==> config.mk <==
export PLATFORM = sky130hd
export DESIGN_NAME = mmio_block
export DESIGN_NICKNAME = d
export VERILOG_FILES = /design/src/source/mmio_field_pkg.sv /design/src/source/mmio_hdr_pkg.sv /design/src/source/mmio_links.sv /design/src/source/mmio_sync_fifo.sv /design/src/source/mmio_req_encoder.sv /design/src/source/mmio_req_issue.sv /design/src/source/mmio_tag_table.sv /design/src/source/mmio_rsp_collector.sv /design/src/source/mmio_block.sv
export VERILOG_INCLUDE_DIRS = /design/src /design/src/source
export SDC_FILE = /design/constraint.sdc
export NUM_CORES = 2
export LEC_CHECK = 0
export BUFFER_PORTS_ARGS = -buffer_cell sky130_fd_sc_hd__buf_4
export CAP_MARGIN = 25
export CORE_MARGIN = 8
export CORE_UTILIZATION = 55
export DETAILED_ROUTE_END_ITERATION = 10
export PLACE_DENSITY = 0.78
export SLEW_MARGIN = 20
export SYNTH_ARGS = -nofsm -noshare
export SYNTH_HDL_FRONTEND = slang
export SYNTH_SLANG_ARGS = --single-unit
==> constraint.sdc <==
create_clock -name clk -period 10.7 [get_ports clk]
set_input_delay 2.14 -clock clk [delete_from_list [all_inputs] [get_ports clk]]
set_output_delay 2.14 -clock clk [all_outputs]
set_load 0.05 [all_outputs]
==> src/source/mmio_defines.svh <==
/* MMIO bridge widths, queue depths, credit counts and tag count */

`ifndef MMIO_DEFINES_SVH
`define MMIO_DEFINES_SVH

`define MMIO_DATA_WIDTH      64
`define MMIO_ADDR_WIDTH      16
`define MMIO_INDEX_WIDTH     14   // Byte address without the two low bits
`define MMIO_TID_WIDTH       3
`define MMIO_TID_COUNT       (1 << `MMIO_TID_WIDTH)
`define MMIO_REQ_DEPTH_LOG2  3
`define MMIO_AFU_CREDITS     4
`define MMIO_CREDIT_WIDTH    3    // Holds the full accelerator credit count

// len, poison, tid, index from the top bit down
`define MMIO_HDR_WIDTH       (2 + 1 + `MMIO_TID_WIDTH + `MMIO_INDEX_WIDTH)

`endif

==> src/source/mmio_field_pkg.sv <==
/* MMIO field types: byte addresses, word indices, read tags and data */

`default_nettype none

`include "mmio_defines.svh"

package mmio_field_pkg;

   // Software byte address
   typedef logic [`MMIO_ADDR_WIDTH-1:0] mmio_addr_t;

   // Index of a 32-bit word
   typedef logic [`MMIO_INDEX_WIDTH-1:0] mmio_index_t;

   // Read transaction tag
   typedef logic [`MMIO_TID_WIDTH-1:0] mmio_tid_t;

   typedef logic [`MMIO_DATA_WIDTH-1:0] mmio_data_t;  // Request and response data

endpackage

`default_nettype wire

==> src/source/mmio_hdr_pkg.sv <==
/* MMIO header types: length code, packed config header, request queue entry */

`default_nettype none

`include "mmio_defines.svh"

package mmio_hdr_pkg;

   typedef logic [1:0] mmio_len_t;                     // 0 is 32-bit, 1 is 64-bit
   typedef logic [`MMIO_HDR_WIDTH-1:0] mmio_hdr_t;     // {len, poison, tid, index}

   // {is_write, is_read, hdr, data}
   typedef logic [2+`MMIO_HDR_WIDTH+`MMIO_DATA_WIDTH-1:0] mmio_entry_t;

endpackage

`default_nettype wire

==> src/source/mmio_links.sv <==
/* Internal links of the MMIO bridge: encoder to request queue, encoder to tag pool */

`timescale 1ns/1ps
`default_nettype none

// One-cycle push of a built request, no back-pressure
interface mmio_entry_if;
   logic                      valid;
   logic                      is_write;
   logic                      is_read;
   mmio_hdr_pkg::mmio_hdr_t   hdr;
   mmio_field_pkg::mmio_data_t data;

   modport src (output valid, is_write, is_read, hdr, data);
   modport dst (input valid, is_write, is_read, hdr, data);
endinterface

// Pool offers its next free tag, user claims it with the word index
interface mmio_tag_alloc_if;
   logic                        alloc;
   mmio_field_pkg::mmio_tid_t   tid;
   mmio_field_pkg::mmio_index_t index;
   logic                        avail;

   modport user (output alloc, index, input tid, avail);
   modport pool (input alloc, index, output tid, avail);
endinterface

`default_nettype wire

==> src/source/mmio_sync_fifo.sv <==
/* Synchronous FIFO, pointer based
   Popped entry lands in an output register with a valid flag the next cycle */

`timescale 1ns/1ps
`default_nettype none

module mmio_sync_fifo #(
   parameter int WIDTH      = 8,
   parameter int DEPTH_LOG2 = 3
) (
   input  logic             clk,
   input  logic             rst,
   input  logic             push,
   input  logic [WIDTH-1:0] din,
   input  logic             pop,
   output logic [WIDTH-1:0] dout,
   output logic             dout_valid,
   output logic             empty
);

   logic [WIDTH-1:0]    mem [2**DEPTH_LOG2];
   logic [DEPTH_LOG2:0] wr_ptr;   // Extra bit tells full from empty
   logic [DEPTH_LOG2:0] rd_ptr;
   logic                do_pop;

   assign empty  = (wr_ptr == rd_ptr);
   assign do_pop = pop & ~empty;   // Pop on empty is ignored

   // Storage and output register
   always_ff @(posedge clk) begin
      if (push) begin
         mem[wr_ptr[DEPTH_LOG2-1:0]] <= din;
      end
      if (do_pop) begin
         dout <= mem[rd_ptr[DEPTH_LOG2-1:0]];
      end
   end

   always_ff @(posedge clk) begin
      if (rst) begin
         wr_ptr     <= '0;
         rd_ptr     <= '0;
         dout_valid <= 1'b0;
      end else begin
         if (push) begin
            wr_ptr <= wr_ptr + 1'b1;
         end
         if (do_pop) begin
            rd_ptr <= rd_ptr + 1'b1;
         end
         dout_valid <= do_pop;   // Head shown for one cycle
      end
   end

endmodule

`default_nettype wire

==> src/source/mmio_req_encoder.sv <==
/* Request encoder, turns software commands into config headers
   Reads claim a free tag from the tag table */

`timescale 1ns/1ps
`default_nettype none

`include "mmio_defines.svh"

module mmio_req_encoder (
   input  logic                       clk,
   input  logic                       rst,
   input  logic                       sw_req_valid,
   input  logic                       sw_req_write,
   input  mmio_field_pkg::mmio_addr_t sw_req_addr,
   input  mmio_field_pkg::mmio_data_t sw_req_wdata,
   input  logic                       sw_req_wide,
   output logic                       sw_req_ready,
   mmio_entry_if.src                  entry,
   mmio_tag_alloc_if.user             tag
);

   logic                        active;   // Low through reset
   logic                        accept;
   mmio_field_pkg::mmio_index_t index;
   mmio_hdr_pkg::mmio_len_t     len;
   mmio_field_pkg::mmio_tid_t   tid;
   mmio_field_pkg::mmio_data_t  data_next;

   assign index        = sw_req_addr[`MMIO_ADDR_WIDTH-1:2];
   assign sw_req_ready = active & (sw_req_write | tag.avail);
   assign accept       = sw_req_valid & sw_req_ready;

   // Claim the offered tag in the accept cycle
   assign tag.alloc = accept & ~sw_req_write;
   assign tag.index = index;

   always_comb begin
      if (sw_req_write) begin
         len       = sw_req_wide ? 2'd1 : 2'd0;
         tid       = '0;
         data_next = sw_req_wide ? sw_req_wdata :
                     {{(`MMIO_DATA_WIDTH-32){1'b0}}, sw_req_wdata[31:0]};
      end else begin
         len       = 2'd1;   // Reads are always 64-bit
         tid       = tag.tid;
         data_next = '0;
      end
   end

   always_ff @(posedge clk) begin
      if (rst) begin
         active      <= 1'b0;
         entry.valid <= 1'b0;
      end else begin
         active      <= 1'b1;
         entry.valid <= accept;
      end
   end

   always_ff @(posedge clk) begin
      if (accept) begin
         entry.is_write <= sw_req_write;
         entry.is_read  <= ~sw_req_write;
         entry.hdr      <= {len, 1'b0, tid, index};   // Poison always clear
         entry.data     <= data_next;
      end
   end

endmodule

`default_nettype wire

==> src/source/mmio_req_issue.sv <==
/* Request issue, queues encoded requests and sends them on accelerator credits
   Each send returns one queue slot to software */

`timescale 1ns/1ps
`default_nettype none

`include "mmio_defines.svh"

module mmio_req_issue (
   input  logic                       clk,
   input  logic                       rst,
   mmio_entry_if.dst                  entry,
   input  logic                       afu_credit,
   output logic                       mmio_wrvalid,
   output logic                       mmio_rdvalid,
   output mmio_hdr_pkg::mmio_hdr_t    mmio_hdr,
   output mmio_field_pkg::mmio_data_t mmio_data,
   output logic                       sw_credit
);

   mmio_hdr_pkg::mmio_entry_t    q_din;
   mmio_hdr_pkg::mmio_entry_t    q_dout;
   logic                         q_valid;
   logic                         q_empty;
   logic                         q_pop;
   logic [`MMIO_CREDIT_WIDTH-1:0] credits;

   assign q_din = {entry.is_write, entry.is_read, entry.hdr, entry.data};
   assign q_pop = ~q_empty & (credits != '0);

   mmio_sync_fifo #(
      .WIDTH      ($bits(mmio_hdr_pkg::mmio_entry_t)),
      .DEPTH_LOG2 (`MMIO_REQ_DEPTH_LOG2)
   ) u_req_queue (
      .clk        (clk),
      .rst        (rst),
      .push       (entry.valid),
      .din        (q_din),
      .pop        (q_pop),
      .dout       (q_dout),
      .dout_valid (q_valid),
      .empty      (q_empty)
   );

   // Accelerator credits, spent at pop and returned by afu_credit
   always_ff @(posedge clk) begin
      if (rst) begin
         credits <= `MMIO_CREDIT_WIDTH'(`MMIO_AFU_CREDITS);
      end else begin
         credits <= credits + `MMIO_CREDIT_WIDTH'(afu_credit)
                    - `MMIO_CREDIT_WIDTH'(q_pop);
      end
   end

   // Unpack the head entry
   assign mmio_wrvalid = q_valid & q_dout[$bits(q_dout)-1];
   assign mmio_rdvalid = q_valid & q_dout[$bits(q_dout)-2];
   assign mmio_hdr     = q_dout[`MMIO_DATA_WIDTH+`MMIO_HDR_WIDTH-1:`MMIO_DATA_WIDTH];
   assign mmio_data    = q_dout[`MMIO_DATA_WIDTH-1:0];
   assign sw_credit    = q_valid;   // Slot already left the queue

endmodule

`default_nettype wire

==> src/source/mmio_tag_table.sv <==
/* Read tag table, tracks busy tags and the word index each one was issued for */

`timescale 1ns/1ps
`default_nettype none

`include "mmio_defines.svh"

module mmio_tag_table (
   input  logic                        clk,
   input  logic                        rst,
   mmio_tag_alloc_if.pool              tag,
   input  mmio_field_pkg::mmio_tid_t   lookup_tid,
   output mmio_field_pkg::mmio_index_t lookup_index,
   input  logic                        tag_release
);

   logic [`MMIO_TID_COUNT-1:0]  busy;
   mmio_field_pkg::mmio_index_t index_mem [`MMIO_TID_COUNT];
   mmio_field_pkg::mmio_tid_t   free_tid;

   // Lowest free tag wins
   always_comb begin
      free_tid = '0;
      for (int i = `MMIO_TID_COUNT - 1; i >= 0; i--) begin
         if (!busy[i]) begin
            free_tid = mmio_field_pkg::mmio_tid_t'(i);
         end
      end
   end

   assign tag.tid      = free_tid;
   assign tag.avail    = ~&busy;
   assign lookup_index = index_mem[lookup_tid];

   // Alloc and release never hit the same tag
   always_ff @(posedge clk) begin
      if (rst) begin
         busy <= '0;
      end else begin
         if (tag_release) busy[lookup_tid] <= 1'b0;
         if (tag.alloc)   busy[tag.tid]    <= 1'b1;
      end
   end

   always_ff @(posedge clk) begin
      if (tag.alloc) index_mem[tag.tid] <= tag.index;
   end

endmodule

`default_nettype wire

==> src/source/mmio_rsp_collector.sv <==
/* Response collector, stages accelerator read data and maps tags back to addresses */

`timescale 1ns/1ps
`default_nettype none

`include "mmio_defines.svh"

module mmio_rsp_collector (
   input  logic                        clk,
   input  logic                        rst,
   input  logic                        mmio_rspvalid,
   input  mmio_field_pkg::mmio_tid_t   mmio_rsptid,
   input  mmio_field_pkg::mmio_data_t  mmio_rspdata,
   output mmio_field_pkg::mmio_tid_t   lookup_tid,
   input  mmio_field_pkg::mmio_index_t lookup_index,
   output logic                        tag_release,
   output logic                        sw_rsp_valid,
   output mmio_field_pkg::mmio_addr_t  sw_rsp_addr,
   output mmio_field_pkg::mmio_data_t  sw_rsp_data
);

   logic [`MMIO_TID_WIDTH+`MMIO_DATA_WIDTH-1:0] rsp_dout;
   logic                                        rsp_valid;
   logic                                        rsp_empty;

   // One slot per tag, so staging never overflows
   mmio_sync_fifo #(
      .WIDTH      (`MMIO_TID_WIDTH + `MMIO_DATA_WIDTH),
      .DEPTH_LOG2 (`MMIO_TID_WIDTH)
   ) u_rsp_fifo (
      .clk        (clk),
      .rst        (rst),
      .push       (mmio_rspvalid),
      .din        ({mmio_rsptid, mmio_rspdata}),
      .pop        (~rsp_empty),
      .dout       (rsp_dout),
      .dout_valid (rsp_valid),
      .empty      (rsp_empty)
   );

   assign lookup_tid  = rsp_dout[`MMIO_TID_WIDTH+`MMIO_DATA_WIDTH-1:`MMIO_DATA_WIDTH];
   assign tag_release = rsp_valid;   // Tag frees as the response goes out

   always_ff @(posedge clk) begin
      if (rst) sw_rsp_valid <= 1'b0;
      else     sw_rsp_valid <= rsp_valid;
   end

   always_ff @(posedge clk) begin
      sw_rsp_addr <= {lookup_index, 2'b00};   // Word index back to byte address
      sw_rsp_data <= rsp_dout[`MMIO_DATA_WIDTH-1:0];
   end

endmodule

`default_nettype wire

==> src/source/mmio_block.sv <==
/* MMIO bridge top, software config requests to accelerator and read data back */

`timescale 1ns/1ps
`default_nettype none

module mmio_block (
   input  logic                        clk,
   input  logic                        rst,
   // Software request side
   input  logic                        sw_req_valid,
   input  logic                        sw_req_write,
   input  mmio_field_pkg::mmio_addr_t  sw_req_addr,
   input  mmio_field_pkg::mmio_data_t  sw_req_wdata,
   input  logic                        sw_req_wide,
   output logic                        sw_req_ready,
   output logic                        sw_credit,
   // Software read return
   output logic                        sw_rsp_valid,
   output mmio_field_pkg::mmio_addr_t  sw_rsp_addr,
   output mmio_field_pkg::mmio_data_t  sw_rsp_data,
   // Accelerator requests
   output logic                        mmio_wrvalid,
   output logic                        mmio_rdvalid,
   output mmio_hdr_pkg::mmio_hdr_t     mmio_hdr,
   output mmio_field_pkg::mmio_data_t  mmio_data,
   input  logic                        afu_credit,
   // Accelerator read responses
   input  logic                        mmio_rspvalid,
   input  mmio_field_pkg::mmio_tid_t   mmio_rsptid,
   input  mmio_field_pkg::mmio_data_t  mmio_rspdata
);

   mmio_entry_if     entry_link ();
   mmio_tag_alloc_if tag_link ();

   mmio_field_pkg::mmio_tid_t   lookup_tid;
   mmio_field_pkg::mmio_index_t lookup_index;
   logic                        tag_release;

   mmio_req_encoder u_encoder (
      .clk, .rst, .sw_req_valid, .sw_req_write, .sw_req_addr, .sw_req_wdata,
      .sw_req_wide, .sw_req_ready,
      .entry (entry_link.src),
      .tag   (tag_link.user)
   );

   mmio_req_issue u_issue (
      .clk, .rst,
      .entry (entry_link.dst),
      .afu_credit, .mmio_wrvalid, .mmio_rdvalid, .mmio_hdr, .mmio_data, .sw_credit
   );

   mmio_tag_table u_tag_table (
      .clk, .rst,
      .tag (tag_link.pool),
      .lookup_tid, .lookup_index, .tag_release
   );

   mmio_rsp_collector u_collector (
      .clk, .rst, .mmio_rspvalid, .mmio_rsptid, .mmio_rspdata,
      .lookup_tid, .lookup_index, .tag_release,
      .sw_rsp_valid, .sw_rsp_addr, .sw_rsp_data
   );

endmodule

`default_nettype wire

== Word level (Yosys, flattened, before mapping) ==
Memories as Yosys holds them, arrays and structs flattened. A register that Yosys moved wholly into a read port is not among the register bits.
Cells that the tools add are included.

* Add/sub/neg operators: 6
* $lt $le $gt $ge: 4
* Equality and inequality tests: 2
* Muxes and demuxes: 23
* Bitwise gates (word level): 14
* Reduce and logical (&&, ||, !) cells: 7

{| class="wikitable"
|+ Operator list
! operator !! count
|-
| two-way mux 3 bit || 8
|-
| two-way mux 8 bit || 3
|-
| adder 4 x 1 -> 4 bit, second input constant || 4
|-
| two-way mux 1 bit || 10
|-
| bitwise AND 8 bit || 1
|-
| equality test 4 bit || 2
|-
| less-than comparator 3 x 4 -> 1 bit, second input constant || 2
|-
| NOT 8 bit || 1
|-
| bitwise OR 8 bit || 1
|-
| AND reduction 8 bit || 1
|-
| bitwise AND 1 bit || 7
|-
| demux 1 bit (select 3 bit) || 2
|-
| >= comparator 3 x 1 -> 1 bit, second input constant || 2
|-
| adder 3 x 1 -> 3 bit || 1
|-
| NOT 1 bit || 3
|-
| nonzero test 3 bit || 1
|-
| subtractor 3 x 1 -> 3 bit || 1
|-
| logical AND 1 bit || 2
|-
| logical NOT 1 bit || 2
|-
| AND reduction 2 bit || 1
|-
| bitwise OR 1 bit || 1
|}

* Flip-flop bits (word level): 267
* Bits in writable memories: 1328
* Input bits: 154
* Output and inout bits: 169
* Word-level logic and storage cells: 79
* Memories kept: 3

{| class="wikitable"
|+ Memories
! name !! words !! bits a word !! read ports !! clocked after Yosys merged registers in !! write ports !! RTL line !! source
|-
| u_issue.u_req_queue.mem || 8 || 85 || 1 || 1 || 1 || mmio_sync_fifo.sv:21 || <nowiki>logic [WIDTH-1:0] mem [2**DEPTH_LOG2];</nowiki>
|-
| u_collector.u_rsp_fifo.mem || 8 || 67 || 1 || 1 || 1 || mmio_sync_fifo.sv:21 ||
|-
| u_tag_table.index_mem || 8 || 14 || 1 || 1 || 1 || mmio_tag_table.sv:18 || <nowiki>mmio_field_pkg::mmio_index_t index_mem [`MMIO_TID_COUNT];</nowiki>
|}

== Depth between registers and ports, before layout ==
* Depth after elaboration: 14
* Mapped depth: 10
* Depth with buffers taken out: 9

== Modules after synthesis ==
From an unflattened synthesis, not the netlist that was laid out.

* Cells, all modules: 2555
* Area, all modules: 61240.0 um^2

{| class="wikitable"
|+ By module, submodules not included
! module !! instances !! cells each !! area an instance (um^2) !! sequential area each (um^2)
|-
| mmio_sync_fifo (u_issue.u_req_queue) || 1 || 1136 || 28891.5 || 23422.5
|-
| mmio_sync_fifo (u_collector.u_rsp_fifo) || 1 || 897 || 22559.1 || 18287.5
|-
| mmio_tag_table || 1 || 232 || 4799.6 || 3523.4
|-
| mmio_req_encoder || 1 || 189 || 3195.6 || 2562.5
|-
| mmio_rsp_collector || 1 || 84 || 1617.8 || 1581.5
|-
| mmio_req_issue || 1 || 17 || 176.4 || 60.1
|}

== Worst setup path after synthesis ==
Ideal clock, no wire load.

* Kind: input to register
* Start point: input port mmio_rspvalid
* End point: memory u_collector.u_rsp_fifo.mem[0][0] in the netlist's numbering (enable)
* Arrival: 6.786 ns
* Data required time: 10.126 ns
* Slack: 3.340 ns
* Stages on the path: 2
* Buffers on the path: 0
* Path through: nand2b_1 nor3_1

* Cells in the longest elaborated chain, start to end: 2

{| class="wikitable"
|+ Ends and longest elaborated chain
! what !! RTL line !! source
|-
| start, declared || mmio_block.sv:28 || <nowiki>input logic mmio_rspvalid,</nowiki>
|-
| two-way mux 1 bit || mmio_sync_fifo.sv:31 || <nowiki>if (push) begin</nowiki>
|-
| two-way mux 1 bit (not written as such) || mmio_sync_fifo.sv:32 || <nowiki>mem[wr_ptr[DEPTH_LOG2-1:0]] <= din;</nowiki>
|-
| end, declared || mmio_sync_fifo.sv:21 ||
|}

Every way passes these cells.

== Worst setup path after layout ==
* Start point: input port sw_req_write
* End point: output port sw_req_ready

* Cells in the longest elaborated chain, start to end: 2

{| class="wikitable"
|+ Ends and longest elaborated chain
! what !! RTL line !! source
|-
| start, declared || mmio_block.sv:11 || <nowiki>input logic sw_req_write,</nowiki>
|-
| bitwise OR 1 bit || mmio_req_encoder.sv:30 || <nowiki>assign sw_req_ready = active & (sw_req_write | tag.avail);</nowiki>
|-
| bitwise AND 1 bit || mmio_req_encoder.sv:30 ||
|-
| end, declared || mmio_block.sv:15 || <nowiki>output logic sw_req_ready,</nowiki>
|}

Every way passes these cells.

==> flow_summary.html <==
<table>
<tr><th>Metric</th><th>Value</th></tr>
<tr><th colspan="2">Worst setup path</th></tr>
<tr><td>Delay of the slowest critical-path stage</td><td>760 ps</td></tr>
<tr><td>CP Cell Sequence</td><td>buf_4, nand3b_1, nor4_1, nor2b_1, buf_4</td></tr>
<tr><td>Slowest library cell on the worst path</td><td>sky130_fd_sc_hd__nor4_1</td></tr>
<tr><td>Crit path required time</td><td>8560 ps</td></tr>
<tr><td>Worst path arrival time</td><td>3850 ps</td></tr>
<tr><td>CP endpoint kind</td><td>output port</td></tr>
<tr><td>Setup CP Type</td><td>in2out</td></tr>
<tr><td>Top cell family by delay on the critical path</td><td>simple AND/OR/NAND/NOR gates</td></tr>
<tr><td>Worst-path fanout max</td><td>17</td></tr>
<tr><td>Most used cell, CP</td><td>sky130_fd_sc_hd__buf_4</td></tr>
<tr><td>Buffers &amp; Inverters on Critical Path</td><td>2</td></tr>
<tr><td>Crit path launch type</td><td>input pin</td></tr>
<tr><th colspan="2">Clock tree</th></tr>
<tr><td>Num CTS Buffers</td><td>164</td></tr>
<tr><td>Post-cts repair resize count</td><td>0</td></tr>
<tr><td>Hold bufs inserted after CTS</td><td>0</td></tr>
<tr><td>Total number of clock tree sinks</td><td>1665</td></tr>
<tr><td>CTS tree</td><td>done</td></tr>
<tr><td>Register clock-pin slew on the reported worst setup and hold paths</td><td>70 ps</td></tr>
<tr><td>Post-CTS setup buffer count</td><td>0</td></tr>
<tr><td>Deepest level of the CTS H-tree</td><td>4</td></tr>
<tr><td>CTS Root Buffer Type</td><td>sky130_fd_sc_hd__clkbuf_16</td></tr>
<tr><td>Maximum buffer depth of the clock tree</td><td>3</td></tr>
<tr><td>Worst-skew pair later-pin latency</td><td>750 ps</td></tr>
<tr><th colspan="2">Placement</th></tr>
<tr><td>Routability congestion estimate from global placement</td><td>0.728</td></tr>
<tr><td>Dpl hpwl</td><td>64700 microns</td></tr>
<tr><td>Setup WS pre-CTS</td><td>4710 ps</td></tr>
<tr><td>Count of port buffers added during placement</td><td>316</td></tr>
<tr><th colspan="2">Die</th></tr>
<tr><td>Overall die area</td><td>121000 sq um</td></tr>
<tr><td>Height of the chip</td><td>348 microns</td></tr>
<tr><td>Rows</td><td>122</td></tr>
<tr><td>Core region area</td><td>110000 sq um</td></tr>
<tr><td>Starting utilization of the core area</td><td>55.2%</td></tr>
<tr><td>Die Width</td><td>348 microns</td></tr>
<tr><td>Num ports</td><td>323</td></tr>
<tr><th colspan="2">Timing</th></tr>
<tr><td>Worst hold-check slack</td><td>335 ps</td></tr>
<tr><td>Final cycle utilization of the critical path</td><td>56.0%</td></tr>
<tr><td>Hold violation total from the final report</td><td>0</td></tr>
<tr><td>Min setup slack post-route</td><td>4710 ps</td></tr>
<tr><td>Unrepaired setup endpoints after global routing</td><td>no</td></tr>
<tr><td>Final worst clock skew</td><td>31.3 ps</td></tr>
<tr><td>Slew at the pin closest to its max-slew limit</td><td>1090 ps</td></tr>
<tr><td>Post-route minimum period</td><td>5990 ps</td></tr>
<tr><td>Setup Viol. Count Final</td><td>0</td></tr>
<tr><td>Post-Route Setup TNS</td><td>0 ps</td></tr>
<tr><td>Pins over their slew limit</td><td>0</td></tr>
<tr><td>Fmax</td><td>167 MHz</td></tr>
<tr><td>Slew HR</td><td>27.2%</td></tr>
<tr><th colspan="2">Power</th></tr>
<tr><td>Worst-case vdd ir drop</td><td>0.233 mV</td></tr>
<tr><td>Total power consumption of the routed design</td><td>17300 uW</td></tr>
<tr><td>Leakage power summed over all cells</td><td>0.0227 uW</td></tr>
<tr><td>Power density over the cells</td><td>248 nW/um^2</td></tr>
<tr><th colspan="2">Logic synthesis</th></tr>
<tr><td>Warning count from the yosys run</td><td>0</td></tr>
<tr><td>Most common cell in the synthesized netlist</td><td>sky130_fd_sc_hd__edfxtp_1</td></tr>
<tr><td>Most area-hungry cell type in the Yosys netlist</td><td>sky130_fd_sc_hd__edfxtp_1</td></tr>
<tr><td>Count of flip-flops with a built-in enable after synthesis</td><td>1555</td></tr>
<tr><td>Dominant cells by area after synthesis</td><td>sky130_fd_sc_hd__edfxtp_1 77%, sky130_fd_sc_hd__mux4_2 12%, sky130_fd_sc_hd__dfxtp_1 3.6%</td></tr>
<tr><td>Fraction of the yosys area taken by sequential cells</td><td>80.4%</td></tr>
<tr><td>Syn Inst Count</td><td>2589</td></tr>
<tr><td>Mapped cell area</td><td>60800 sq um</td></tr>
<tr><td>Async set-or-reset flop fraction in the synthesized netlist</td><td>0%</td></tr>
<tr><td>Synthesized area per cell</td><td>23.5 sq um</td></tr>
<tr><td>Most common flop cell mapped by yosys</td><td>sky130_fd_sc_hd__edfxtp_1</td></tr>
<tr><td>Top cell types by occurrence after synthesis</td><td>1555 x sky130_fd_sc_hd__edfxtp_1, 330 x sky130_fd_sc_hd__mux4_2, 165 x sky130_fd_sc_hd__mux2_2, 110 x sky130_fd_sc_hd__dfxtp_1, 89 x sky130_fd_sc_hd__buf_4</td></tr>
<tr><td>Area share of the largest cell type after synthesis</td><td>76.8%</td></tr>
<tr><td>Flip-flop and latch count after synthesis</td><td>1665</td></tr>
<tr><td>Number of distinct library cell variants in the gate-level netlist after synthesis</td><td>46</td></tr>
<tr><th colspan="2">Cells and area</th></tr>
<tr><td>Signed area change from the synthesized netlist to the final layout</td><td>14.8%</td></tr>
<tr><td>Share of final-layout standard cells stronger than drive strength 1</td><td>36.9%</td></tr>
<tr><td>Net count, final</td><td>3091</td></tr>
<tr><th colspan="2">Drt</th></tr>
<tr><td>WL met1</td><td>46900 microns</td></tr>
<tr><td>Drt first-iter violations</td><td>2304</td></tr>
<tr><td>Met2 Wirelength</td><td>63900 microns</td></tr>
<tr><td>Uppermost routed layer</td><td>met5</td></tr>
<tr><td>Via density per instance</td><td>5.90</td></tr>
<tr><td>Total via count after detailed routing</td><td>26900</td></tr>
<tr><td>Router iterations before antenna repair</td><td>5</td></tr>
<tr><td>Remaining DRCs</td><td>0</td></tr>
<tr><td>Wire length per cell after detailed routing</td><td>27.2 microns</td></tr>
<tr><td>Total length of routed met3 wires</td><td>10800 microns</td></tr>
<tr><td>Routed wire length</td><td>124000 microns</td></tr>
<tr><td>Antenna violation net count after detailed routing</td><td>0</td></tr>
<tr><th colspan="2">GRT</th></tr>
<tr><td>Antenna violations before repair</td><td>11</td></tr>
<tr><td>Overall Global Routing Usage</td><td>20.2%</td></tr>
<tr><td>Number of global-route vias before repair</td><td>28800</td></tr>
<tr><td>First-pass GRT wire length</td><td>182000 microns</td></tr>
<tr><td>Maximum number of pins on one net before global-route repair</td><td>172</td></tr>
<tr><td>Total overflow reported by the global router</td><td>0</td></tr>
<tr><th colspan="2">Run</th></tr>
<tr><td>Max cap viols</td><td>0</td></tr>
<tr><th colspan="2">Outcome</th></tr>
<tr><td>Status</td><td>complete, no violations</td></tr>
<tr><th colspan="2">Min path</th></tr>
<tr><td>Kind of path behind the tightest hold check</td><td>reg2reg</td></tr>
</table>
## flip-flops by register name (all words and copies together), names as in the netlist, 3 cells and up
| register | cells |
|---|---|
| u_collector.sw_rsp_addr | 14 |
| u_collector.sw_rsp_data | 64 |
| u_collector.u_rsp_fifo.dout | 67 |
| u_collector.u_rsp_fifo.mem | 536 |
| u_collector.u_rsp_fifo.rd_ptr | 4 |
| u_collector.u_rsp_fifo.wr_ptr | 4 |
| u_encoder.entry.data | 64 |
| u_encoder.entry.hdr | 18 |
| u_issue.credits | 3 |
| u_issue.u_req_queue.dout | 84 |
| u_issue.u_req_queue.mem | 672 |
| u_issue.u_req_queue.rd_ptr | 4 |
| u_issue.u_req_queue.wr_ptr | 4 |
| u_tag_table.busy | 8 |
| u_tag_table.index_mem | 112 |
## kinds of logic after synthesis
family	after synthesis	synth area share, %
compound gates	25	0.274
other cells	1	0.00617
flops	1665	80.4
buf+inv	206	2.05
simple gates	167	1.48
xor+xnor	18	0.259
fa+ha+maj	7	0.156
mux	500	15.4
## report_power, final
group	internal, uW	total [uW]	switching, uW
Combinational	1500	3620	2120
Sequential	7780	8110	333
Clock	3250	5590	2340
Total	12500	17300	4800
## final timing paths
path / startpoint / to / slack [ps] / cells past startpoint
min reg2reg: u_collector.u_rsp_fifo.dout[40] / u_collector.sw_rsp_data[40] / 330 / 0
max: sw_req_write / sw_req_ready / 4710 / 5
max reg2reg: u_issue.u_req_queue.rd_ptr[0] / u_issue.u_req_queue.dout[28] / 6850 / 4
min: u_collector.u_rsp_fifo.dout[40] / u_collector.sw_rsp_data[40] / 330 / 0
## cell type report
cell class	instances	area, sq um
Antenna cell	7	17.5
Clock buffer	215	4450
Clock inverter	85	828
Fill cell	7010	40400
Inverter	8	31.3
Multi-Input combinational cell	721	10800
Sequential cell	1665	48900
Tap cell	1488	1860
Timing Repair Buffer	370	2870
## layer usage
metal | global-route usage, % | up-vias
met4 | 5.62 | 14
met1 | 25.5 | 14100
met2 | 34.8 | 1254
met5 | 0 | -
li1 | - | 11300
met3 | 5.53 | 208
## layout by cell type (no fill, tap or decap), types with 6 or more instances in the layout
cell type / synthesis / routed
sky130_fd_sc_hd__a21oi_1: 6 / 6
sky130_fd_sc_hd__and2_1: 35 / 35
sky130_fd_sc_hd__and3_1: 32 / 32
sky130_fd_sc_hd__buf_4: 89 / 364
sky130_fd_sc_hd__bufinv_16: 0 / 13
sky130_fd_sc_hd__clkbuf_1: 42 / 38
sky130_fd_sc_hd__clkbuf_16: 0 / 166
sky130_fd_sc_hd__clkbuf_8: 0 / 11
sky130_fd_sc_hd__clkinv_1: 0 / 27
sky130_fd_sc_hd__clkinv_2: 0 / 30
sky130_fd_sc_hd__clkinvlp_4: 0 / 6
sky130_fd_sc_hd__dfxtp_1: 110 / 104
sky130_fd_sc_hd__dfxtp_4: 0 / 6
sky130_fd_sc_hd__diode_2: 0 / 7
sky130_fd_sc_hd__edfxtp_1: 1555 / 1555
sky130_fd_sc_hd__ha_1: 6 / 6
sky130_fd_sc_hd__inv_1: 8 / 7
sky130_fd_sc_hd__mux2_2: 165 / 165
sky130_fd_sc_hd__mux4_2: 330 / 330
sky130_fd_sc_hd__nand2_1: 17 / 17
sky130_fd_sc_hd__nand2b_1: 11 / 11
sky130_fd_sc_hd__nor2_1: 43 / 30
sky130_fd_sc_hd__nor2_4: 0 / 13
sky130_fd_sc_hd__nor2b_1: 6 / 6
sky130_fd_sc_hd__nor3_2: 0 / 6
sky130_fd_sc_hd__xnor2_1: 11 / 11
sky130_fd_sc_hd__xor2_1: 7 / 7
## metrics by stage
| stage | std cells | util, % | area [sq um] |
|---|---|---|---|
| after detailed placement | 4249 | 58.5 | 64400 |
| after global placement | 4248 | 58.4 | 64400 |
| after floorplan | 2592 | - | 60800 |
| after global routing | 4554 | 63.3 | 69800 |
| after CTS | 4549 | 63.2 | 69700 |
| final | 4559 | 63.3 | 69800 |
(Power assumes the default switching activity.)
